### src/bus_pkg.sv
package bus_pkg;

  // ==========================================================
  // Memory bus widths
  // ==========================================================
  localparam int DATA_BITS = 32;
  localparam int ADDR_BITS = 32;

  // ==========================================================
  // Backing memory geometry and timing
  // ==========================================================
  localparam int MEM_WORDS     = 1024;
  localparam int MEM_ADDR_BITS = $clog2(MEM_WORDS);
  // Idle cycles between the request strobe and the first beat
  localparam int MEM_LATENCY   = 3;
  localparam int LAT_BITS      = $clog2(MEM_LATENCY + 1);

  // Line request, address is line aligned
  typedef struct packed {
    logic                 valid;
    logic [ADDR_BITS-1:0] addr;
  } mem_req_t;

  // One response beat
  typedef struct packed {
    logic                 valid;
    logic                 last;
    logic [DATA_BITS-1:0] data;
  } mem_resp_t;

endpackage

### src/mem_arbiter.sv
module mem_arbiter (
  input  logic               clk,
  input  logic               rstn,
  input  bus_pkg::mem_req_t  req0,
  input  bus_pkg::mem_req_t  req1,
  output logic               grant0,
  output logic               grant1,
  output bus_pkg::mem_req_t  mem_req,
  input  bus_pkg::mem_resp_t mem_resp,
  output bus_pkg::mem_resp_t resp0,
  output bus_pkg::mem_resp_t resp1
);

  import bus_pkg::*;

  logic busy;
  logic owner;
  logic prio;
  logic pick;
  logic any_req;
  logic burst_end;

  assign any_req   = req0.valid | req1.valid;
  assign burst_end = busy && mem_resp.valid && mem_resp.last;

  // Both waiting, the priority bit decides
  always_comb begin
    if (req0.valid && req1.valid) begin
      pick = prio;
    end else begin
      pick = req1.valid;
    end
  end

  // Strobe only while the bus is free
  always_comb begin
    mem_req       = pick ? req1 : req0;
    mem_req.valid = !busy && any_req;
  end

  always_ff @(posedge clk or negedge rstn) begin
    if (!rstn) begin
      busy  <= 1'b0;
      owner <= 1'b0;
      prio  <= 1'b0;
    end else if (!busy && any_req) begin
      busy  <= 1'b1;
      owner <= pick;
      prio  <= !pick;
    end else if (burst_end) begin
      busy <= 1'b0;
    end
  end

  assign grant0 = busy && !owner;
  assign grant1 = busy && owner;

  // Beats go to the owner only
  always_comb begin
    resp0       = mem_resp;
    resp0.valid = mem_resp.valid && grant0;
    resp0.last  = mem_resp.last && grant0;
    resp1       = mem_resp;
    resp1.valid = mem_resp.valid && grant1;
    resp1.last  = mem_resp.last && grant1;
  end

endmodule

### config.mk
export PLATFORM = sky130hd
export DESIGN_NAME = mem_arbiter
export DESIGN_NICKNAME = d
export VERILOG_FILES = /design/src/bus_pkg.sv /design/src/mem_arbiter.sv
export SDC_FILE = /design/constraint.sdc
export NUM_CORES = 1
export LEC_CHECK = 0
export BUFFER_PORTS_ARGS = -buffer_cell sky130_fd_sc_hd__buf_4
export CAP_MARGIN = 20
export CORE_AREA = 2 2 80 82
export DETAILED_ROUTE_END_ITERATION = 8
export DIE_AREA = 0 0 82 84
export GPL_ROUTABILITY_DRIVEN = 0
export GPL_TIMING_DRIVEN = 0
export HOLD_SLACK_MARGIN = 0.05
export PLACE_DENSITY_LB_ADDON = 0.2
export SLEW_MARGIN = 20
export SYNTH_ARGS = -nofsm -noshare
export SYNTH_HDL_FRONTEND = slang
export SYNTH_SLANG_ARGS = --single-unit
### constraint.sdc
create_clock -name clk -period 4.3 [get_ports clk]
set_clock_uncertainty 0.15 [all_clocks]
set_input_delay 0.43 -clock clk [delete_from_list [all_inputs] [get_ports clk]]
set_output_delay 0.43 -clock clk [all_outputs]
set_load 0.01 [all_outputs]
### Word-level counts from Yosys, hierarchy flattened

Index checks and enable logic that the tools add are counted.

| word-level totals | value |
|---|---|
| register bits after elaboration | 3 |
| bits of input ports | 102 |
| output and inout bits | 103 |
| word-level logic and storage cells | 22 |

| cells by class | value |
|---|---|
| multiplexer cells | 4 |
| bitwise gates (word level) | 1 |
| reduce and logical (&&, ||, !) cells | 14 |

Operators with widths:

| kind | number |
|---|---|
| two-way mux 32 bit | 1 |
| logical AND 1 bit | 10 |
| zero test 1 bit | 3 |
| two-way mux 1 bit | 3 |
| nonzero test 2 bit | 1 |
| bitwise OR 1 bit | 1 |

### Depth between registers and ports, before layout

| logic depth | value |
|---|---|
| word-level depth | 4 |
| depth in mapped cells | 5 |
| gate-level depth less buffers | 3 |

### Worst setup path before layout

OpenSTA, ideal clock, no wires.

| timing path | value |
|---|---|
| path kind | input to output |
| from | input req0[32] (netlist bit) |
| to | output mem_req[10] (netlist bit) |
| data arrival time | 1.242 ns |
| required time | 3.720 ns |
| path slack | 2.478 ns |
| stages | 5 |
| path buffers | 2 |
| cells stage by stage | nor2b_4 > nand2b_4 > buf_6 > buf_12 > mux2_4 |

RTL lines:

| what | line | text |
|---|---|---|
| from (decl) | mem_arbiter.sv:4 | `input bus_pkg::mem_req_t req0,` |
| to (decl) | mem_arbiter.sv:8 | `output bus_pkg::mem_req_t mem_req,` |

==> metrics <==
status finished clean; worst min path class in2reg; ANT cells 0; Vias 1398; worst-skew pair later-pin latency 0.22 ns; Slew headroom 85.6%; Critical Path AT 1.61 ns; # resized after CTS 0; worst path cell trace nor2b_4 -> nand2b_4 -> buf_6 -> buf_12 -> mux2_4 -> buf_4; Setup Fix Bufs, Post-CTS 0; CP Max Fanout 10; syn_area_per_cell 10.1 µm²; Seq/Total Area, Yosys 6.17%; number of CTS-inserted buffers 3; wirelength, routed 4.37 mm; period utilisation layout 51.0%; drt initial violations 10; crit path capture type primary output; die height 84 µm; IO Pins 205; count of buffers from port buffering 172; pre-CTS setup slack 2.18 ns; final setup fails 0; Slew @ Worst Pin 0.216 ns; r2r setup slk 3.12 ns; Synth area leaders buf_4 (40%), mux2_4 (37%), dfrtp_1 (6.2%); reg-to-reg endpoint owner$_DFFE_PN0P_; Starting Density 20.0%; first-pass GRT wire length 6.38 mm; Synth top area share 39.5%; synth warn 0; area leader, netlist buf_4; maxcap violations 0; Final min period 2.19 ns; pwr dens 193 mW/mm²; fraction of layout cells with a size suffix above 1 93.3%; Root Driver clkbuf_8; Tot GR Track Use 11.9%; H-Tree Depth 1; fin. max-slew vios 0; gr ovfl total 0; fillcell total 612; Mapped Cells 121; clk slew on worst S/H paths 0.03 ns; Die X 82 µm; critical path class reg2out; startpoint type of the worst setup path flop; Layout area overhead 119%; # nets final 401; TritonRoute pass-1 iters 3; #FFs+latches synth 3; hold_sp mem_resp[33]; TritonCTS clock tree done; hold_buf cts 1; clock buffer depth 2; Final Hold Vio Count 0; Antenna Nets Post-Route 0; fmax 0.456 GHz; CTS sink cnt 3; worst hold stages 2; critical path's slowest cell dfrtp_1; RSZ-0062 raised after global routing false; WL per Instance 11.6 µm; antenna violations before repair 0; Core ar. 0.00610 mm²; number of cell rows 29; Setup TNS 0 ns; CP peak stage delay 0.41 ns; average via count per standard cell 3.73; Reg2Reg Depth 3; Unique masters post-synth 18; synthesized cell area 0.00122 mm²; Setup WS post-layout 2.11 ns; Pleak 1.56 nW; Mapped Nets 223; maximum vdd drop 0.133 mV; Post-DP HPWL 4.02 mm; vias in the first global route 1499; Worst R2R Start busy$_DFFE_PN0P_; largest net degree at the start of global routing 11; worst hold endpoint busy$_DFFE_PN0P_; die area 0.00689 mm²; worst path required time 3.72 ns; # DRC 0; Layout Utilization 43.6%
layout make-up:
cell class	instances	area, µm²	share of cell area [%]
repair buffers	173	1300	48.9
multi-input cells	50	589	22.2
plain buffers	68	552	20.8
well taps	77	96.3	3.62
flip-flops and latches	3	75.1	2.82
clock buffers	4	45.0	1.69
sequential cells by signal (all words and copies together) (netlist names):
register	count
busy	1
owner	1
prio	1
logic make-up after synthesis:
| logic type | count (synthesis) | synth area share, % |
|---|---|---|
| AO/OA/AOI/OAI | 3 | 1.34 |
| buffers and inverters | 68 | 45.4 |
| flip-flops | 3 | 6.17 |
| multiplexers | 32 | 38.9 |
| AND/OR/NAND/NOR | 15 | 8.23 |
where the power goes:
part / switching (mW) / internal, mW / leakage (nW)
Combinational: 0.130 / 0.255 / 1.50
Clock: 0.0192 / 0.0633 / 0.0228
Sequential: 0.00911 / 0.0353 / 0.0344
Total: 0.159 / 0.353 / 1.56
how the worst max path moves through the flow:
| stage | startpoint | end | depth (start not counted) |
|---|---|---|---|
| 4_1_cts | prio$_DFFE_PN0P_ | mem_req[5] | 6 |
| 2_1_floorplan | req0[32] | mem_req[10] | 5 |
| 5_1_grt | prio$_DFFE_PN0P_ | mem_req[25] | 6 |
| 3_3_place_gp | req0[32] | mem_req[5] | 7 |
| 6_report | prio$_DFFE_PN0P_ | mem_req[1] | 6 |
| 3_5_place_dp | req0[32] | mem_req[25] | 7 |
worst max-delay path: cells and delay by family, from the launching register on:
kind / cells / cell delay [ns]
buffers and inverters: 3 / 0.43
flip-flops: 1 / 0.41
multiplexers: 1 / 0.30
AND/OR/NAND/NOR: 2 / 0.25
cell usage in the layout, fill, tap and decap left out:
cell / count
nor3_1: 1
nor2b_1: 1
nand2b_4: 1
buf_4: 236
dfrtp_1: 3
and2_1: 3
mux2_4: 30
o21ai_0: 2
mux2_2: 2
a31oi_1: 1
nand2b_1: 1
buf_6: 1
dlygate4sd3_1: 1
or2b_2: 1
nor2b_4: 1
and3_1: 2
buf_12: 3
clkbuf_8: 3
nor2_1: 2
nand2_1: 2
clkbuf_1: 1
cell usage after synthesis, drive strengths merged:
cell type / count
nand2b: 2
dfrtp: 3
nor2b: 2
a31oi: 1
mux2: 32
nor2: 2
or2b: 1
nor3: 1
and3: 2
buf: 68
and2: 3
nand2: 2
o21ai: 2
metrics by stage:
| step | total power, mW | instance area [µm²] | cells | hold WS (ns) |
|---|---|---|---|---|
| 2_1_floorplan | 0.254 | 1220 | 121 | -0.0156 |
| 3_3_place_gp | 0.432 | 2600 | 370 | 0.0707 |
| 3_5_place_dp | 0.433 | 2600 | 370 | 0.0731 |
| 4_1_cts | 0.520 | 2660 | 375 | 0.270 |
| 5_1_grt | 0.545 | 2660 | 375 | 0.291 |
| 6_report | 0.512 | 2660 | 375 | 0.276 |
metal layers:
layer  track usage (%)  share of wire, %  vias up
li1                  -                 -      690
met2              23.4                55       99
met1              11.2                32      605
met4              4.09               1.1        0
met5                 0                 0        -
met3              3.25                11        4
No activity file was read; power rests on OpenSTA's default activity.
