[config.mk]
export PLATFORM = sky130hd
export DESIGN_NAME = icache
export DESIGN_NICKNAME = d
export VERILOG_FILES = /design/src/bus_pkg.sv /design/src/cache_pkg.sv /design/src/cache_sram.sv /design/src/icache.sv
export SDC_FILE = /design/constraint.sdc
export NUM_CORES = 2
export LEC_CHECK = 0
export ABC_AREA = 0
export BUFFER_PORTS_ARGS = -buffer_cell sky130_fd_sc_hd__buf_2
export CELL_PAD_IN_SITES_DETAIL_PLACEMENT = 0
export CELL_PAD_IN_SITES_GLOBAL_PLACEMENT = 1
export CORE_MARGIN = 4
export CORE_UTILIZATION = 54
export CTS_BUF_LIST = sky130_fd_sc_hd__clkbuf_16
export DETAILED_ROUTE_END_ITERATION = 10
export PLACE_DENSITY = 0.86
export SETUP_SLACK_MARGIN = 0.4
export SLEW_MARGIN = 0
export SYNTH_ARGS = -nofsm -noshare
export SYNTH_HDL_FRONTEND = slang
export SYNTH_SLANG_ARGS = --single-unit
[constraint.sdc]
create_clock -name clk -period 16.8 [get_ports clk]
set_clock_uncertainty 0.05 [all_clocks]
set_input_delay 2.52 -clock clk [delete_from_list [all_inputs] [get_ports clk]]
set_output_delay 2.52 -clock clk [all_outputs]
set_load 0.1 [all_outputs]
[src/bus_pkg.sv]
package bus_pkg;

  // ==========================================================
  // Memory bus widths
  // ==========================================================
  localparam int DATA_BITS = 32;
  localparam int ADDR_BITS = 32;

  // ==========================================================
  // Backing memory geometry and timing
  // ==========================================================
  localparam int MEM_WORDS     = 1024;
  localparam int MEM_ADDR_BITS = $clog2(MEM_WORDS);
  // Idle cycles between the request strobe and the first beat
  localparam int MEM_LATENCY   = 3;
  localparam int LAT_BITS      = $clog2(MEM_LATENCY + 1);

  // Line request, address is line aligned
  typedef struct packed {
    logic                 valid;
    logic [ADDR_BITS-1:0] addr;
  } mem_req_t;

  // One response beat
  typedef struct packed {
    logic                 valid;
    logic                 last;
    logic [DATA_BITS-1:0] data;
  } mem_resp_t;

endpackage

[src/cache_pkg.sv]
package cache_pkg;

  // ==========================================================
  // Cache geometry
  // ==========================================================
  localparam int LINE_WORDS  = 4;
  localparam int WORD_BITS   = $clog2(LINE_WORDS);
  localparam int OFFSET_BITS = 4;
  localparam int INDEX_BITS  = 4;
  localparam int LINES       = 1 << INDEX_BITS;
  localparam int TAG_BITS    = 24;

  // Address field positions
  localparam int WORD_LSB  = OFFSET_BITS - WORD_BITS;
  localparam int INDEX_LSB = OFFSET_BITS;
  localparam int TAG_LSB   = OFFSET_BITS + INDEX_BITS;

  // ==========================================================
  // Storage types
  // ==========================================================
  typedef logic [TAG_BITS-1:0] tag_t;

  // Word 0 sits in the lowest slot
  typedef logic [LINE_WORDS-1:0][bus_pkg::DATA_BITS-1:0] line_t;

  // ==========================================================
  // Controller
  // ==========================================================
  typedef enum logic [1:0] {
    IDLE,
    CHK,
    RMISS
  } icache_state_t;

  // Performance counters
  localparam int CNT_BITS = 32;

endpackage

[src/cache_sram.sv]
module cache_sram #(
  parameter type entry_t = logic
) (
  input  logic                             clk,
  input  logic [cache_pkg::INDEX_BITS-1:0] index,
  input  logic                             write,
  input  entry_t                           wdata,
  output entry_t                           rdata
);

  import cache_pkg::*;

  entry_t mem [LINES];

  // One access per cycle, read data one cycle later
  always_ff @(posedge clk) begin
    if (write) begin
      mem[index] <= wdata;
    end
    rdata <= mem[index];
  end

endmodule

[src/icache.sv]
module icache (
  input  logic                           clk,
  input  logic                           rstn,
  input  logic                           core_req,
  input  logic [bus_pkg::ADDR_BITS-1:0]  core_addr,
  output logic                           core_wait,
  output logic [bus_pkg::DATA_BITS-1:0]  core_out,
  output bus_pkg::mem_req_t              mem_req,
  input  logic                           mem_grant,
  input  bus_pkg::mem_resp_t             mem_resp,
  output logic [cache_pkg::CNT_BITS-1:0] hit_count,
  output logic [cache_pkg::CNT_BITS-1:0] miss_count,
  output logic [cache_pkg::CNT_BITS-1:0] req_count
);

  import bus_pkg::*;
  import cache_pkg::*;

  icache_state_t state, next_state;

  logic [ADDR_BITS-1:0]  addr_r;
  logic [INDEX_BITS-1:0] index;
  logic [INDEX_BITS-1:0] index_in;
  logic [WORD_BITS-1:0]  word_sel;
  logic [LINES-1:0]      valid;

  tag_t  tag_r;
  tag_t  tag_rdata;
  line_t data_rdata;
  line_t line_r;
  line_t fill_line;

  logic hit;
  logic fill_done;
  logic take_req;

  // ==========================================================
  // Request capture
  // ==========================================================
  assign index_in = core_addr[INDEX_LSB +: INDEX_BITS];
  assign take_req = (state == IDLE) && core_req;

  always_ff @(posedge clk) begin
    if (state == IDLE) begin
      addr_r <= core_addr;
    end
  end

  assign tag_r    = addr_r[TAG_LSB +: TAG_BITS];
  assign word_sel = addr_r[WORD_LSB +: WORD_BITS];

  // Incoming address in IDLE so tag and data are ready in CHK
  assign index = (state == IDLE) ? index_in : addr_r[INDEX_LSB +: INDEX_BITS];

  // ==========================================================
  // Controller
  // ==========================================================
  always_ff @(posedge clk or negedge rstn) begin
    if (!rstn) begin
      state <= IDLE;
    end else begin
      state <= next_state;
    end
  end

  assign hit       = (tag_rdata == tag_r);
  assign fill_done = (state == RMISS) && mem_resp.valid && mem_resp.last;

  always_comb begin
    next_state = state;
    case (state)
      IDLE: begin
        if (core_req) begin
          // No tag check needed for an empty line
          next_state = valid[index_in] ? CHK : RMISS;
        end
      end
      CHK:     next_state = hit ? IDLE : RMISS;
      RMISS:   next_state = fill_done ? IDLE : RMISS;
      default: next_state = IDLE;
    endcase
  end

  assign core_wait = (state != IDLE);

  // Line valid bits
  always_ff @(posedge clk or negedge rstn) begin
    if (!rstn) begin
      valid <= '0;
    end else if (fill_done) begin
      valid[index] <= 1'b1;
    end
  end

  // ==========================================================
  // Refill path
  // ==========================================================
  // Held until the arbiter answers with a grant
  always_comb begin
    mem_req.valid = (state == RMISS) && !mem_grant;
    mem_req.addr  = {addr_r[ADDR_BITS-1:OFFSET_BITS], {OFFSET_BITS{1'b0}}};
  end

  // Beats arrive word 0 first and shift down
  assign fill_line = {mem_resp.data, line_r[LINE_WORDS-1:1]};

  always_ff @(posedge clk) begin
    if ((state == RMISS) && mem_resp.valid) begin
      line_r <= fill_line;
    end
  end

  cache_sram #(
    .entry_t(tag_t)
  ) tag_array (
    .clk  (clk),
    .index(index),
    .write(fill_done),
    .wdata(tag_r),
    .rdata(tag_rdata)
  );

  cache_sram #(
    .entry_t(line_t)
  ) data_array (
    .clk  (clk),
    .index(index),
    .write(fill_done),
    .wdata(fill_line),
    .rdata(data_rdata)
  );

  // ==========================================================
  // Core data return
  // ==========================================================
  always_ff @(posedge clk) begin
    if ((state == CHK) && hit) begin
      core_out <= data_rdata[word_sel];
    end else if (fill_done) begin
      // Forward straight from the assembled line
      core_out <= fill_line[word_sel];
    end
  end

  // ==========================================================
  // Performance counters
  // ==========================================================
  always_ff @(posedge clk or negedge rstn) begin
    if (!rstn) begin
      hit_count  <= '0;
      miss_count <= '0;
      req_count  <= '0;
    end else begin
      if (take_req) begin
        req_count <= req_count + 1'b1;
      end
      if ((state == CHK) && hit) begin
        hit_count <= hit_count + 1'b1;
      end
      if (fill_done) begin
        miss_count <= miss_count + 1'b1;
      end
    end
  end

endmodule

* Word-level counts from Yosys, hierarchy flattened
Memory sizes are Yosys's and may differ from the RTL's. A register that Yosys moved wholly into a read port is not among the register bits. Cells that the tools add are included.
Word-level totals: flip-flop bits (word level) 274, RAM bits 2432, input bits 70, word-level logic and storage cells 52, memories 2
Operators by class: $add $sub $neg 3, order comparisons 4, equality and inequality tests 4, multiplexer cells 18, bitwise logic cells 1, reductions and logical operators 10
Memories:
- data_array.mem | words 16, width 128, rd ports 1, clocked after Yosys merged registers in 1, wr ports 1, line cache_sram.sv:13 | entry_t mem [LINES];
- tag_array.mem | words 16, width 24, rd ports 1, clocked after Yosys merged registers in 1, wr ports 1, line cache_sram.sv:13
Operators by type and width (count):
- $bmux W32 S2 | 2
- $mux W32 | 4
- $add A32 B1 Y32 const B | 3
- $eq A24 B24 Y1 | 1
- $or A16 B16 Y16 | 1
- $lt A4 B5 Y1 const B | 2
- $mux W2 | 4
- $logic_and A1 B1 Y1 | 6
- $pmux W2 S3 | 1
- $bmux W1 S4 | 1
- $demux W1 S4 | 1
- $ge A4 B1 Y1 const B | 1
- $mux W1 | 4
- $mux W4 | 1
- $reduce_bool A2 Y1 | 2
- $lt A2 B3 Y1 const B | 1
- $eq A2 B1 Y1 const B | 1
- $eq A2 B2 Y1 const B | 1
- $logic_not A2 Y1 | 1
- $ne A2 B2 Y1 const B | 1
- $logic_not A1 Y1 | 1

* Logic depth before layout (Yosys ltp)
depth in word-level cells 7, gate-level depth with buffers 11

* Hierarchy
Synthesis repeated with hierarchy kept, for this count alone.
Second synthesis, totals: cell total of the unflattened synthesis 4741, area, all modules 106651.0 µm²
Modules (own cells, without submodules):
- cache_sram (data_array) | instances 1, cells an instance 3271, area each 79124.6 µm², sequential area each 64061.4 µm²
- cache_sram (tag_array) | instances 1, cells an instance 637, area each 14955.6 µm², sequential area each 12011.5 µm²
- icache | instances 1, cells an instance 833, area each 12570.8 µm², sequential area each 7597.3 µm²

* Worst setup path after synthesis
OpenSTA, ideal clock, no wires.
path kind input -> register, start point in core_addr[4] (netlist name), end point reg valid[14], setup time 0.135 ns, data arrival time 15.979 ns, data required time 16.615 ns, setup slack 0.636 ns, cell stages on the path 7, cell sequence buf_2 -> or4b_2 -> o21ai_4 -> buf_2 -> buf_2 -> nor3b_1 -> or2_2
Between the ends: longest elaborated chain between the ends 6
RTL lines:
- start: declaration | line icache.sv:5 | input logic [bus_pkg::ADDR_BITS-1:0] core_addr,
- $mux W4 * | line icache.sv:53 | assign index = (state == IDLE) ? index_in : addr_r[INDEX_LSB +: INDEX_BITS];
- $lt A4 B5 Y1 (implied by the code) / $ge A4 B1 Y1 (equally long branches) | line icache.sv:91 | valid[index] <= 1'b1;
- $logic_and A1 B1 Y1 (implied by the code) | line icache.sv:91
- $mux W1 (implied by the code) | line icache.sv:91
- $demux W1 S4 * | line icache.sv:91
- $or A16 B16 Y16 (no source line) *
- end signal: assignment | line icache.sv:89 | valid <= '0;
- end signal: indexed assignment | line icache.sv:91
- end: declaration | line icache.sv:25 | logic [LINES-1:0] valid;
Mark *: on every way between the ends. The rest lies on a longest branch, timed or not. A chain may end at the register's enable or synchronous reset.

* Worst setup path after layout
start point in core_addr[4] (netlist name), end point reg data_array.rdata[110] (netlist name), read port of data_array.mem
Between the ends: longest elaborated chain between the ends 1
RTL lines:
- $mux W4 | line icache.sv:53
- end: declaration | line cache_sram.sv:8 | output entry_t rdata
Every way passes these cells.

==> flow_metrics.py <==
metrics = {
    "synth": {
        "synth_top_family_by_area": "compound AO/OA/AOI/OAI gates",
        "synth_top_flop_cell": "edfxtp_1",
        "synth-adder-area-share": 0.000362,
        "synth_cell_types": 48,
        "synth-xor-area-share": 0.00989,
        "synthTopCellsByCount": "2590 x edfxtp_1, 1216 x a22oi_1, 608 x a21oi_1, 172 x buf_2, 156 x or4_1",
        "synth-simple-area-share": 0.0243,
        "synth_edf_count": 2590,
        "synth_top_area_frac": 0.751,
        "synth_area_um2": 104000,
        "synthArstFlopShare": 0.0399,
        "synth_compound_area_frac": 0.119,
        "synth_top_area_cell": "edfxtp_1",
        "synth_most_common_cell": "edfxtp_1",
        "ys_ff_latch": 2856,
        "ys_top_cells_by_area": "edfxtp_1 75%, a22oi_1 8.8%, a21oi_1 2.9%",
        "yosysSeqAreaShare": 0.808,
        "syn_area_per_cell_um2": 18.1,
        "syn_inst": 5738,
        "muxShareOfSynthArea": 0.0188,
        "ys_warn_count": 0,
    },
    "cells_and_area": {
        "seq_area_um2": 83700,
        "fillers": 12877,
        "multiInputGateArea_um2": 18000,
        "fin_util": 0.609,
        "fin_cells": 8694,
        "area_delta_synth_final_pct": 12.0,
        "drive_gt1_frac": 0.140,
        "nets": 6030,
    },
    "placement": {
        "port-buffer-count": 225,
        "gp_congestion": 0.769,
        "place_hpwl_um": 112000,
        "dp_slack_ns": 8.02,
        "placedCellCount": 8173,
    },
    "outcome": {
        "status": "complete, no violations",
    },
    "sta": {
        "hold_viol_final": 0,
        "final.period_utilization": 0.478,
        "setup_ws_ns": 8.76,
        "fin_setup_tns_ns": 0,
        "rsz0062_at_grt": "false",
        "slew_headroom": 0.183,
        "tightest_slew_ns": 1.23,
        "fmax_ghz": 0.124,
        "min_period_ns": 8.04,
        "drv_slew": 0,
        "setup-violations-final": 0,
    },
    "die": {
        "initial_core_util": 0.544,
        "pin_count": 232,
        "fp.dieH_um": 446,
        "dieArea_um2": 199000,
        "row_count": 160,
        "coreArea_um2": 190000,
        "die_w_um": 446,
    },
    "cts": {
        "ctsResizeCount": 0,
        "post_cts_buffers": 0,
        "cts_max_level": 5,
        "cts_sinks": 2856,
        "cts_buffers": 293,
        "root_buffer": "clkbuf_16",
        "ctsHoldBuffers": 0,
        "clk_pin_slew_ns": 0.05,
        "clk_path_buf_depth": 4,
        "clkLatencyLatePin_ns": 0.91,
        "cts_tree": "built",
    },
    "worst_setup_path": {
        "end_kind": "flop",
        "cpMaxStageDelayCell": "buf_4",
        "path_buf_inv": 7,
        "crit_path_start_kind": "primary input",
        "path_class": "in -> reg",
        "critPathMaxFanout": 160,
        "crit_top_cell": "buf_4",
        "slowest_delay_ns": 0.90,
        "path_delay_family": "buffers and inverters",
        "crit_required_ns": 17.57,
        "cp.arrival_ns": 8.81,
        "worstPathCellList": "buf_2 -> or4b_2 -> o21ai_4 -> buf_4 -> buf_12 -> buf_4 -> buf_4 -> buf_4 -> buf_4 -> a22oi_1 -> a21oi_1 -> or4_1",
    },
    "global_route": {
        "grt_pass1_vias": 56463,
        "grt_pass1_wl_um": 369000,
        "grt_usage": 0.248,
        "grt_max_degree": 161,
        "antenna_found_initial": 18,
        "overflow": 0,
    },
    "min_path": {
        "hp-class": "reg -> reg",
    },
    "drt": {
        "drt-vias-per-instance": 6.60,
        "dr_wl_met2_um": 123000,
        "totalWireLength_um": 251000,
        "wl_met1_um": 94200,
        "antenna_left": 0,
        "drcViolationCount": 0,
        "first_iter_violations": 7783,
        "highest-signal-layer": "met5",
        "first_pass_iters": 6,
        "dr_wl_met3_um": 26600,
        "wl_per_cell_um": 28.9,
        "routed-via-count": 57347,
    },
    "power_and_ir_drop": {
        "leakagePower_nw": 37.6,
        "total_power_mw": 18.9,
        "powerDensity_nw_per_um2": 163,
        "irDropWorstVdd_v": 0.000140,
    },
    "flow_run": {
        "maxCapViolCount": 0,
    },
}
==> sequential cells by signal, indices dropped and copies added, names as in the netlist <==
register          count
valid                16
fill_line            96
req_count            32
data_array.rdata    128
core_out             32
state                 2
miss_count           32
hit_count            32
data_array.mem     2048
tag_array.rdata      24
tag_array.mem       384
addr_r               30
==> power breakdown <==
part           switching [mW]  total (mW)  internal (mW)
Sequential              0.436        8.98           8.54
Clock                    2.57        6.11           3.54
Combinational            2.65        3.79           1.14
Total                    5.65        18.9           13.2
==> metrics by stage <==
| stage | hold slack [ns] | cell area, um^2 |
|---|---|---|
| after detailed placement | 0.401 | 107000 |
| after CTS | 0.415 | 116000 |
| after global routing | 0.430 | 116000 |
| after global placement | 0.396 | 107000 |
| after floorplan | 0.384 | 104000 |
| final | 0.411 | 116000 |
==> final cells by class <==
class,instances,area share
clock inverter,216,0.0136
sequential,2856,0.721
multi-input combinational,2473,0.156
tap,2511,0.0271
antenna,8,0.000173
clock buffer,297,0.0641
inverter,10,0.000324
timing repair buffer,323,0.0179
==> layout by cell type (no fill, tap or decap), types with 10 or more instances in the layout <==
cell / count
edfxtp_1: 2590
a22oi_1: 1216
a21oi_1: 608
clkbuf_16: 297
buf_2: 224
or4_1: 156
dfxtp_1: 152
dfrtp_1: 114
inv_1: 84
buf_4: 82
mux4_2: 68
xnor2_1: 62
xor2_1: 55
clkinv_1: 50
nand2_1: 47
clkinv_2: 46
nand4_1: 39
mux2_2: 36
nor3_1: 28
nand3_1: 28
bufinv_16: 22
nor4_1: 19
nor2_1: 19
or2_2: 17
buf_12: 17
nor2_4: 15
and3_1: 11
and4_1: 10
==> routing by layer <==
metal | vias to the layer above | GRT usage
li1 | 24049 | -
met1 | 29108 | 0.347
met2 | 3648 | 0.400
met3 | 538 | 0.0411
met4 | 4 | 0.0860
met5 | - | 0
==> cells by family after synthesis <==
family          Yosys count
flops                  2856
compound gates         1837
buf+inv                 412
simple gates            407
xor+xnor                117
mux                     105
fa+ha+maj                 3
other cells               1
==> worst paths after layout <==
kind,startpoint,endpoint,slack [ns],cells past startpoint
min in group asynchronous,rstn,hit_count[21],1.51,1
setup reg to reg,state[0],data_array.rdata[110],9.94,11
hold / removal,valid[6],valid[6],0.41,1
hold reg to reg,valid[6],valid[6],0.41,1
max in group asynchronous,rstn,miss_count[23],13.74,2
setup / recovery,core_addr[4],data_array.rdata[110],8.76,12
No activity file was read; power rests on OpenSTA's default activity.
